File: src/logic/rv_pkg.sv
package rv_pkg;

  // architectural widths
  localparam int xlen = 32;

  typedef logic [xlen-1:0] word_t;
  typedef logic [4:0]      reg_addr_t;
  typedef logic [6:0]      opcode_t;
  typedef logic [2:0]      funct3_t;
  typedef logic [6:0]      funct7_t;

  // major opcodes handled by the core
  localparam opcode_t op_lui     = 7'b0110111;
  localparam opcode_t op_auipc   = 7'b0010111;
  localparam opcode_t op_reg_imm = 7'b0010011;
  localparam opcode_t op_reg_reg = 7'b0110011;
  localparam opcode_t op_branch  = 7'b1100011;
  localparam opcode_t op_environ = 7'b1110011;

  // funct7 forms, alt selects sub and sra/srai
  localparam funct7_t f7_base = 7'b0000000;
  localparam funct7_t f7_alt  = 7'b0100000;

  // funct3 for alu work
  localparam funct3_t f3_add  = 3'b000;
  localparam funct3_t f3_sll  = 3'b001;
  localparam funct3_t f3_slt  = 3'b010;
  localparam funct3_t f3_sltu = 3'b011;
  localparam funct3_t f3_xor  = 3'b100;
  localparam funct3_t f3_srl  = 3'b101;
  localparam funct3_t f3_or   = 3'b110;
  localparam funct3_t f3_and  = 3'b111;

  // funct3 for conditional branches
  localparam funct3_t f3_beq  = 3'b000;
  localparam funct3_t f3_bne  = 3'b001;
  localparam funct3_t f3_blt  = 3'b100;
  localparam funct3_t f3_bge  = 3'b101;
  localparam funct3_t f3_bltu = 3'b110;
  localparam funct3_t f3_bgeu = 3'b111;

  typedef enum logic [3:0] {
    alu_add,
    alu_sub,
    alu_sll,
    alu_slt,
    alu_sltu,
    alu_xor,
    alu_srl,
    alu_sra,
    alu_or,
    alu_and,
    alu_pass_b
  } alu_op_t;

  // operand a source
  typedef enum logic [1:0] {
    src_a_rs1,
    src_a_pc,
    src_a_zero
  } src_a_t;

  localparam word_t pc_step  = 32'd4;
  localparam word_t reset_pc = 32'd0;

endpackage

File: src/logic/cla_adder.sv
`timescale 1ns/100ps

module cla_adder (
  input  rv_pkg::word_t a,
  input  rv_pkg::word_t b,
  input  logic          cin,
  output rv_pkg::word_t sum
);
  import rv_pkg::*;

  word_t g;
  word_t p;
  word_t c;
  logic [xlen/4-1:0] grp_g;
  logic [xlen/4-1:0] grp_p;
  logic [xlen/4:0]   grp_c;

  // per-bit generate and propagate
  assign g = a & b;
  assign p = a ^ b;

  // group generate and propagate over each 4-bit block
  always_comb begin
    for (int k = 0; k < xlen / 4; k++) begin
      grp_p[k] = &p[k*4 +: 4];
      grp_g[k] = 1'b0;
      for (int i = 0; i < 4; i++) begin
        grp_g[k] = g[k*4+i] | (p[k*4+i] & grp_g[k]);
      end
    end
  end

  // block-level lookahead, each block carry expanded from cin
  always_comb begin : block_carry
    logic prod;
    logic acc;
    grp_c[0] = cin;
    for (int k = 1; k <= xlen / 4; k++) begin
      prod = 1'b1;
      acc  = 1'b0;
      for (int j = k - 1; j >= 0; j--) begin
        acc  = acc | (prod & grp_g[j]);
        prod = prod & grp_p[j];
      end
      grp_c[k] = acc | (prod & cin);
    end
  end

  // carries inside each block
  always_comb begin
    for (int k = 0; k < xlen / 4; k++) begin
      c[k*4] = grp_c[k];
      for (int i = 0; i < 3; i++) begin
        c[k*4+i+1] = g[k*4+i] | (p[k*4+i] & c[k*4+i]);
      end
    end
  end

  assign sum = p ^ c;

endmodule

File: src/logic/alu.sv
`timescale 1ns/100ps

module alu (
  input  rv_pkg::src_a_t  src_a,
  input  logic            use_imm,
  input  rv_pkg::alu_op_t alu_op,
  input  rv_pkg::word_t   rs1_data,
  input  rv_pkg::word_t   rs2_data,
  input  rv_pkg::word_t   pc,
  input  rv_pkg::word_t   imm,
  output rv_pkg::word_t   result
);
  import rv_pkg::*;

  word_t      op_a;
  word_t      op_b;
  word_t      add_b;
  word_t      sum;
  logic       add_cin;
  logic [4:0] shamt;

  // operand a: rs1, pc for auipc, zero for lui
  always_comb begin
    case (src_a)
      src_a_pc:   op_a = pc;
      src_a_zero: op_a = '0;
      default:    op_a = rs1_data;
    endcase
  end

  assign op_b = use_imm ? imm : rs2_data;

  // subtract as a + ~b + 1
  assign add_cin = (alu_op == alu_sub);
  assign add_b   = add_cin ? ~op_b : op_b;

  // shift amounts above 31 wrap to five bits
  assign shamt = op_b[4:0];

  cla_adder adder_i (
    .a   (op_a),
    .b   (add_b),
    .cin (add_cin),
    .sum (sum)
  );

  always_comb begin
    case (alu_op)
      alu_add,
      alu_sub:    result = sum;
      alu_sll:    result = op_a << shamt;
      alu_slt:    result = ($signed(op_a) < $signed(op_b)) ? word_t'(1) : '0;
      alu_sltu:   result = (op_a < op_b) ? word_t'(1) : '0;
      alu_xor:    result = op_a ^ op_b;
      alu_srl:    result = op_a >> shamt;
      alu_sra:    result = word_t'($signed(op_a) >>> shamt);
      alu_or:     result = op_a | op_b;
      alu_and:    result = op_a & op_b;
      alu_pass_b: result = op_b;
      default:    result = '0;
    endcase
  end

endmodule

File: src/logic/insn_decoder.sv
`timescale 1ns/100ps

module insn_decoder (
  input  rv_pkg::word_t     insn,
  output rv_pkg::reg_addr_t rs1,
  output rv_pkg::reg_addr_t rs2,
  output rv_pkg::reg_addr_t rd,
  output rv_pkg::funct3_t   funct3,
  output rv_pkg::word_t     imm,
  output rv_pkg::alu_op_t   alu_op,
  output rv_pkg::src_a_t    src_a,
  output logic              use_imm,
  output logic              rf_we,
  output logic              branch,
  output logic              halt,
  output logic              illegal
);
  import rv_pkg::*;

  opcode_t opcode;
  funct7_t funct7;
  word_t   imm_i;
  word_t   imm_b;
  word_t   imm_u;
  logic    alt;

  // funct3 and alt form to alu operation
  function automatic alu_op_t op_from_funct3(funct3_t f3, logic alt_form);
    alu_op_t op;
    case (f3)
      f3_add:  op = alt_form ? alu_sub : alu_add;
      f3_sll:  op = alu_sll;
      f3_slt:  op = alu_slt;
      f3_sltu: op = alu_sltu;
      f3_xor:  op = alu_xor;
      f3_srl:  op = alt_form ? alu_sra : alu_srl;
      f3_or:   op = alu_or;
      default: op = alu_and;
    endcase
    return op;
  endfunction

  // instruction fields
  assign opcode = insn[6:0];
  assign rd     = insn[11:7];
  assign funct3 = insn[14:12];
  assign rs1    = insn[19:15];
  assign rs2    = insn[24:20];
  assign funct7 = insn[31:25];
  assign alt    = (funct7 == f7_alt);

  // immediates, sign extended from bit 31
  assign imm_i = {{20{insn[31]}}, insn[31:20]};
  assign imm_b = {{20{insn[31]}}, insn[7], insn[30:25], insn[11:8], 1'b0};
  assign imm_u = {insn[31:12], 12'b0};

  always_comb begin
    imm     = imm_i;
    alu_op  = alu_add;
    src_a   = src_a_rs1;
    use_imm = 1'b0;
    rf_we   = 1'b0;
    branch  = 1'b0;
    halt    = 1'b0;
    illegal = 1'b0;
    case (opcode)
      op_lui: begin
        imm     = imm_u;
        alu_op  = alu_pass_b;
        src_a   = src_a_zero;
        use_imm = 1'b1;
        rf_we   = 1'b1;
      end
      op_auipc: begin
        imm     = imm_u;
        src_a   = src_a_pc;
        use_imm = 1'b1;
        rf_we   = 1'b1;
      end
      op_reg_imm: begin
        use_imm = 1'b1;
        // upper immediate bits only act as funct7 on shifts
        alu_op  = op_from_funct3(funct3, alt && funct3 == f3_srl);
        if (funct3 == f3_sll) begin
          illegal = (funct7 != f7_base);
        end else if (funct3 == f3_srl) begin
          illegal = (funct7 != f7_base) && !alt;
        end
        rf_we = !illegal;
      end
      op_reg_reg: begin
        alu_op  = op_from_funct3(funct3, alt);
        illegal = (funct7 != f7_base) && !(alt && (funct3 == f3_add || funct3 == f3_srl));
        rf_we   = !illegal;
      end
      op_branch: begin
        imm     = imm_b;
        illegal = (funct3 == 3'b010) || (funct3 == 3'b011);
        branch  = !illegal;
      end
      op_environ: begin
        // only ecall, every other field zero
        halt    = (insn[31:7] == '0);
        illegal = !halt;
      end
      default: illegal = 1'b1;
    endcase
  end

endmodule

File: src/logic/reg_file.sv
`timescale 1ns/100ps

module reg_file (
  input  logic              clk,
  input  logic              rst,
  input  logic              we,
  input  rv_pkg::reg_addr_t rs1,
  input  rv_pkg::reg_addr_t rs2,
  input  rv_pkg::reg_addr_t rd,
  input  rv_pkg::word_t     rd_data,
  output rv_pkg::word_t     rs1_data,
  output rv_pkg::word_t     rs2_data
);
  import rv_pkg::*;

  // x0 has no storage
  word_t regs [1:2**$bits(reg_addr_t)-1];

  always_ff @(posedge clk) begin
    if (rst) begin
      for (int i = 1; i < 2**$bits(reg_addr_t); i++) begin
        regs[i] <= '0;
      end
    end else if (we && rd != '0) begin
      regs[rd] <= rd_data;
    end
  end

  // reads are combinational, x0 reads zero
  assign rs1_data = (rs1 == '0) ? '0 : regs[rs1];
  assign rs2_data = (rs2 == '0) ? '0 : regs[rs2];

endmodule

File: src/logic/fetch_unit.sv
`timescale 1ns/100ps

module fetch_unit (
  input  logic            clk,
  input  logic            rst,
  input  logic            branch,
  input  logic            halt,
  input  rv_pkg::funct3_t funct3,
  input  rv_pkg::word_t   rs1_data,
  input  rv_pkg::word_t   rs2_data,
  input  rv_pkg::word_t   imm,
  output rv_pkg::word_t   pc
);
  import rv_pkg::*;

  logic  taken;
  word_t pc_next;

  // branch condition from funct3
  always_comb begin
    case (funct3)
      f3_beq:  taken = (rs1_data == rs2_data);
      f3_bne:  taken = (rs1_data != rs2_data);
      f3_blt:  taken = ($signed(rs1_data) < $signed(rs2_data));
      f3_bge:  taken = ($signed(rs1_data) >= $signed(rs2_data));
      f3_bltu: taken = (rs1_data < rs2_data);
      f3_bgeu: taken = (rs1_data >= rs2_data);
      default: taken = 1'b0;
    endcase
  end

  // hold on halt, else target or sequential
  always_comb begin
    if (halt) begin
      pc_next = pc;
    end else if (branch && taken) begin
      pc_next = pc + imm;
    end else begin
      pc_next = pc + pc_step;
    end
  end

  always_ff @(posedge clk) begin
    if (rst) begin
      pc <= reset_pc;
    end else begin
      pc <= pc_next;
    end
  end

endmodule

File: src/logic/rv_core.sv
`timescale 1ns/100ps

module rv_core (
  input  logic              clk,
  input  logic              rst,
  input  rv_pkg::word_t     insn,
  output rv_pkg::word_t     pc,
  output logic              wb_we,
  output rv_pkg::reg_addr_t wb_rd,
  output rv_pkg::word_t     wb_data,
  output logic              halt,
  output logic              illegal
);
  import rv_pkg::*;

  reg_addr_t rs1;
  reg_addr_t rs2;
  funct3_t   funct3;
  word_t     imm;
  word_t     rs1_data;
  word_t     rs2_data;
  alu_op_t   alu_op;
  src_a_t    src_a;
  logic      use_imm;
  logic      rf_we;
  logic      branch;

  insn_decoder decoder_i (
    .insn    (insn),
    .rs1     (rs1),
    .rs2     (rs2),
    .rd      (wb_rd),
    .funct3  (funct3),
    .imm     (imm),
    .alu_op  (alu_op),
    .src_a   (src_a),
    .use_imm (use_imm),
    .rf_we   (rf_we),
    .branch  (branch),
    .halt    (halt),
    .illegal (illegal)
  );

  // no writes while in reset
  assign wb_we = rf_we && !rst;

  reg_file reg_file_i (
    .clk      (clk),
    .rst      (rst),
    .we       (wb_we),
    .rs1      (rs1),
    .rs2      (rs2),
    .rd       (wb_rd),
    .rd_data  (wb_data),
    .rs1_data (rs1_data),
    .rs2_data (rs2_data)
  );

  alu alu_i (
    .src_a    (src_a),
    .use_imm  (use_imm),
    .alu_op   (alu_op),
    .rs1_data (rs1_data),
    .rs2_data (rs2_data),
    .pc       (pc),
    .imm      (imm),
    .result   (wb_data)
  );

  fetch_unit fetch_i (
    .clk      (clk),
    .rst      (rst),
    .branch   (branch),
    .halt     (halt),
    .funct3   (funct3),
    .rs1_data (rs1_data),
    .rs2_data (rs2_data),
    .imm      (imm),
    .pc       (pc)
  );

endmodule

File: config.mk
export PLATFORM = sky130hd
export DESIGN_NAME = rv_core
export DESIGN_NICKNAME = d
export VERILOG_FILES = /design/src/logic/rv_pkg.sv /design/src/logic/cla_adder.sv /design/src/logic/alu.sv /design/src/logic/insn_decoder.sv /design/src/logic/reg_file.sv /design/src/logic/fetch_unit.sv /design/src/logic/rv_core.sv
export SDC_FILE = /design/constraint.sdc
export NUM_CORES = 2
export LEC_CHECK = 0
export BUFFER_PORTS_ARGS = -buffer_cell sky130_fd_sc_hd__buf_2
export CORE_MARGIN = 2
export CORE_UTILIZATION = 45
export DETAILED_ROUTE_END_ITERATION = 6
export SYNTH_ARGS = -nofsm -noshare
export SYNTH_HDL_FRONTEND = slang
export SYNTH_SLANG_ARGS = --single-unit
File: constraint.sdc
create_clock -name clk -period 10.68 [get_ports clk]
set_input_delay 0.534 -clock clk [delete_from_list [all_inputs] [get_ports clk]]
set_output_delay 0.534 -clock clk [all_outputs]
set_load 0.05 [all_outputs]
* Word level (Yosys, flattened, before mapping)
Memory sizes are Yosys's and may differ from the RTL's.
Cells that the tools add are included.
** Storage, ports and cells
- Word-level logic and storage cells :: 284
- Input port bits :: 34
- Memories kept :: 1
- Output and inout bits :: 72
- Memory bits (writable) :: 992
- Flip-flop bits (word level) :: 32
** Cells by class
- Muxes and demuxes :: 35
- Shift-type cells :: 3
- $lt $le $gt $ge :: 6
- Eq/ne operators :: 28
- Bitwise logic cells :: 174
- Reductions and logical operators :: 34
- Add/subtract/negate cells :: 2
** Memories
- reg_file_i.regs :: words 31, bits a word 32, rd ports 2, clocked after Yosys merged registers in 0, wr ports 31, line reg_file.sv:17 : word_t regs [1:2**$bits(reg_addr_t)-1];
** Operator list (number)
- one-hot mux 32 bit (10 select lines) :: 1
- 2-to-1 mux 32 bit :: 6
- less-than comparator 32 bit :: 4
- bitwise XOR 32 bit :: 3
- AND 1 bit :: 94
- bitwise OR 1 bit :: 73
- >= comparator 32 bit :: 2
- one-hot mux 32 bit (2 select lines) :: 1
- one-hot mux 31 bit (2 select lines) :: 1
- one-hot mux 4 bit (7 select lines) :: 2
- adder 32 x 3 -> 32 bit (second input constant) :: 1
- adder 32 bit :: 1
- AND 32 bit :: 1
- == test 32 bit :: 1
- inequality test 32 bit :: 1
- inverter 32 bit :: 1
- bitwise OR 32 bit :: 1
- OR reduction 32 bit :: 1
- left shift 32 x 5 -> 32 bit :: 1
- >> shifter 32 x 5 -> 32 bit :: 1
- >>> shifter 32 x 5 -> 32 bit :: 1
- AND 31 bit :: 1
- AND reduction 4 bit :: 7
- logical NOT 25 bit :: 1
- 29 further kinds :: 75

* Logic depth before layout (Yosys ltp)
- Depth in word-level cells :: 31
- Mapped depth :: 39
- Gate-level depth less buffers :: 32

* Hierarchy
A second synthesis with hierarchy kept.
** Unflattened totals
- Cells, all modules :: 5662
- Area total of the unflattened synthesis :: 68685.9 sq um
** Modules (own cells, without submodules)
- reg_file :: times used 1, seq. area each 30749.5 sq um, cells an instance 3765, area an instance 54631.1 sq um
- alu :: times used 1, seq. area each 0.0 sq um, cells an instance 1055, area an instance 7492.2 sq um
- fetch_unit :: times used 1, seq. area each 640.6 sq um, cells an instance 606, area an instance 4495.6 sq um
- cla_adder :: times used 1, seq. area each 0.0 sq um, cells an instance 120, area an instance 1262.5 sq um
- insn_decoder :: times used 1, seq. area each 0.0 sq um, cells an instance 115, area an instance 790.8 sq um
- rv_core :: times used 1, seq. area each 0.0 sq um, cells an instance 1, area an instance 13.8 sq um

* Worst setup path after synthesis
OpenSTA, ideal clock, no wires.
- Path type :: input -> output
- Start :: input port insn[4]
- End :: output port wb_data[30]
- Buffers on the path :: 8
- Stages :: 35
- Data required time :: 10146 ps
- Setup slack :: 1496 ps
- Data arrival time :: 8650 ps
- Cell sequence :: clkbuf_1 > nand2b_1 > nor3_1 > and3_1 > inv_1 > clkbuf_1 > ha_1 > clkbuf_1 > o311a_1 > o21ai_0 > o21a_1 > buf_2 > clkbuf_1 > clkbuf_1 > clkbuf_1 > xnor2_1 > ha_1 > a21oi_1 > o21ai_0 > a41oi_1 > a31o_2 > nor4_1 > or4_1 > a221o_1 > a21o_1 > fa_1 > fa_1 > fa_1 > a22oi_1 > o221ai_2 > a21oi_2 > o21ai_1 > o32ai_2 > buf_4 > inv_2
** Between the ends
- Cells in the longest elaborated chain, start to end :: 27
- Elaborated cells on any way between the ends :: 112
- Classes of those cells :: eq/ne: 17; shift: 3; mux: 8; bitwise: 73; reduce/logical: 11
** RTL lines
- start, declared :: line rv_core.sv:6 : input rv_pkg::word_t insn,
- == test 7 x 6 -> 1 bit / == test 7 x 5 -> 1 bit (equally long branches) :: line insn_decoder.sv:66 : case (opcode)
- OR reduction 2 bit (no source line) / OR reduction 3 bit (equally long branches)
- one-hot mux 31 bit (2 select lines) / 2-to-1 mux 1 bit (equally long branches) :: line insn_decoder.sv:66
- 2-to-1 mux 32 bit :: line alu.sv:31 : assign op_b = use_imm ? imm : rs2_data;
- inverter 32 bit :: line alu.sv:35 : assign add_b = add_cin ? ~op_b : op_b;
- 2-to-1 mux 32 bit :: line alu.sv:35
- bitwise XOR 32 bit / AND 31 bit (equally long branches) :: line cla_adder.sv:20, cla_adder.sv:19
- AND 1 bit :: line cla_adder.sv:28 : grp_g[k] = g[k*4+i] | (p[k*4+i] & grp_g[k]);
- [6 not listed]
- bitwise OR 1 bit (6 in a row) :: line cla_adder.sv:42 : acc = acc | (prod & grp_g[j]);
- bitwise OR 1 bit :: line cla_adder.sv:45 : grp_c[k] = acc | (prod & cin);
- AND 1 bit :: line cla_adder.sv:54 : c[k*4+i+1] = g[k*4+i] | (p[k*4+i] & c[k*4+i]);
- bitwise OR 1 bit :: line cla_adder.sv:54
- AND 1 bit :: line cla_adder.sv:54
- bitwise OR 1 bit :: line cla_adder.sv:54
- bitwise XOR 32 bit :: line cla_adder.sv:59 : assign sum = p ^ c;
- one-hot mux 32 bit (10 select lines) (*) :: line alu.sv:48 : case (alu_op)
- end, declared :: line rv_core.sv:10 : output rv_pkg::word_t wb_data,
Mark *: on every way between the ends. The rest lies on a longest branch, timed or not.

* Worst setup path in the final report
Ends and elaborated chain as after synthesis.

==> metrics.txt <==
FILL cells=13,047; simple-gate area share of the yosys netlist=11.9%; Via density=7.11; Synth cell types=117; RSZ-0062 raised after global routing=false; Cell Int Power=8.27 mW; CTS Buf Count=115; CTS tree=built; number of synthesized flops with an enable pin=1,024; status=complete, no violations; core area=0.148 mm2; CTS HTree Levels=3; CTS Sinks=1,056; min Tclk post-route=9.90 ns; max-slew violations=0; register area share after synthesis=46.6%; top-area cell type share of the netlist area=45.6%; Post-route DRC=0; ranking of synthesized cells by area=edfxtp_1, mux4_2, nor2_1; R2R cell count=27; 1st-iter DRT viols=9,266; clock network fraction of total power=30.2%; highest-delay cell along the critical path=a21oi_1; Synth async-reset ratio=0%; Vias=55,533; post-synthesis mux area share=19.5%; initial antenna violation count=8; YS warnings=0; RR Startpoint=reg_file_i.regs[27][2]; most common flop cell mapped by yosys=edfxtp_1; Max-cap violations=0; CP Launch Type=input port; Pleak=28.2 nW; switch share=39.0%; initial cell density of the core=45.5%; synthesized instance count=5,797; XOR/XNOR Fraction of Synth Area=0.923%; die boundary height=391 um; post-synth top area cell=edfxtp_1; hold slack=0.331 ns; P_sw=5.29 mW; critical path class=input port to output pin; Post-synth top cells=nor2_1, edfxtp_1, mux4_2; Worst Setup SP=insn[4]; Avg Cell Area, Syn=11.6 um2; final wirelength=300 mm; most frequent cell after synthesis=nor2_1; largest family of logic cells by synthesized area=multiplexers; Antenna Nets Post-Route=0; Slowest Stage Delay on Critical Path=0.67 ns; worst hold path type=input port to register; fmax=101 MHz; io pins=106; worst skew pair latency=0.81 ns; Final GP Congestion=1.07; Data required, critical path=10.15 ns; Logic pwr share=34.1%; largest net degree at the start of global routing=100; post-CTS sizing=0; Root Driver=clkbuf_16; Critical Path AT=9.37 ns; post-CTS setup buffers=0; setup_tns=0 ns; power per cell area=183 mW/mm2; die width=391 um; adder-cell share of the synthesized area=4.26%; post-detail-place hpwl=201 mm; row count=141; clock skew=0.0902 ns; Slew @ Worst Pin=1.39 ns; Critical R2R Capture=reg_file_i.regs[23][30]; total grt overflow=0; vias in the first global route=52,461; first-pass GRT wire length=414 mm; VDD IR-drop max=163 uV; clk buf depth=3; die area=0.153 mm2; Final Net Count=6,027; Hold Crit Depth=2; Area Overhead vs Synth=10.1%; Tcrit/Tclk final=92.7%; CTS Hold Buffers Added=0; CP Capture Type=output pin; R2R Setup Slk=1.70 ns; Critical Path End=wb_data[30]; setup violators final=0; flip-flop and latch count after synthesis=1,056; GRT Total Usage=38.6%; Fin. Hold Viols=0; port bufs=105; Max FO, Critical Path=15; Slew Limit Headroom=6.51%; Compound-Gate Fraction of Synth Area=11.9%; share of total power in sequential cells=35.7%; wire per inst=38.4 um; layout cell share with drive strength beyond 1=20.4%; clock edge transition at the registers on the reported setup and hold paths=0.06 ns; drt first pass iters=7; Cell Area, Synth=0.0674 mm2
logic make-up after synthesis:
logic type               Yosys count
AND/OR/NAND/NOR                 1829
AO/OA/AOI/OAI                   1164
flip-flops                      1056
multiplexers                     774
buffers and inverters            687
adder cells (fa/ha/maj)          215
XOR/XNOR                          71
other                              1
metrics by stage:
step	cell area (um2)	utilization [%]	setup WS [ns]	power, mW	instances
after floorplan	67500	-	1.50	7.64	5828
after global placement	70400	47.5	1.08	9.38	7591
after detailed placement	70400	47.5	1.03	9.37	7591
after CTS	74200	50.1	1.00	13.4	7803
after global routing	74200	50.1	0.482	13.9	7804
final	74200	50.1	0.777	13.6	7808
critical path, delay by kind of cell:
kind | cells | cell delay [ns]
buf+inv | 4 | 0.69
xor+xnor | 1 | 0.28
fa+ha+maj | 5 | 2.16
compound gates | 13 | 3.68
simple gates | 7 | 1.98
metal layers:
layer  global-route usage, %  vias up  routed length [um]
li1                        -    22031                   -
met1                    51.2    28018              110000
met2                    57.4     4582              130000
met3                    11.6      896               42000
met4                    19.8        6               18500
met5                       0        -                  41
sequential cells by signal, summed over array words and instances, names as in the netlist:
| register | flops |
|---|---|
| fetch_i.pc | 32 |
| reg_file_i.regs | 1024 |
power by group through the flow:
stage / registers (mW) / clock network (mW) / logic [mW]
after floorplan: 4.88 / 0 / 2.76
after global placement: 4.90 / 0 / 4.48
after detailed placement: 4.91 / 0 / 4.46
after CTS: 4.83 / 4.11 / 4.48
after global routing: 4.85 / 4.25 / 4.77
final: 4.83 / 4.10 / 4.63
how the worst min path moves through the flow:
stage / slack, ns / start / endpoint
after CTS: 0.25 / rst / fetch_i.pc[1]
final: 0.33 / rst / fetch_i.pc[1]
after detailed placement: 0.54 / fetch_i.pc[0] / fetch_i.pc[0]
after floorplan: 0.69 / fetch_i.pc[0] / fetch_i.pc[0]
after global placement: 0.54 / fetch_i.pc[0] / fetch_i.pc[0]
after global routing: 0.30 / rst / fetch_i.pc[1]
area by class of cell:
cell class	count	area, um2	area share [%]
sequential	1056	31400	42.3
multi-input combinational	4085	33300	44.9
clock buffer	138	2960	3.99
inverter	154	583	0.786
clock inverter	74	871	1.17
timing repair buffer	366	2670	3.59
tap	1930	2410	3.25
antenna	5	12.5	0.0169
placed cells by master, fill, tap and decap left out, drive strengths merged, types with 56 or more instances in the layout:
cell and count:
nor2 1069, edfxtp 1024, mux4 431, buf 366, mux2i 330, a21oi 309, nand2 301, ha 191
a22oi 178, o21ai 158, inv 153, clkbuf 138, nor3 136, o22ai 90, nand3 79, a211oi 63
clkinv 56
Note: power is estimated with default switching activity, not from simulation.
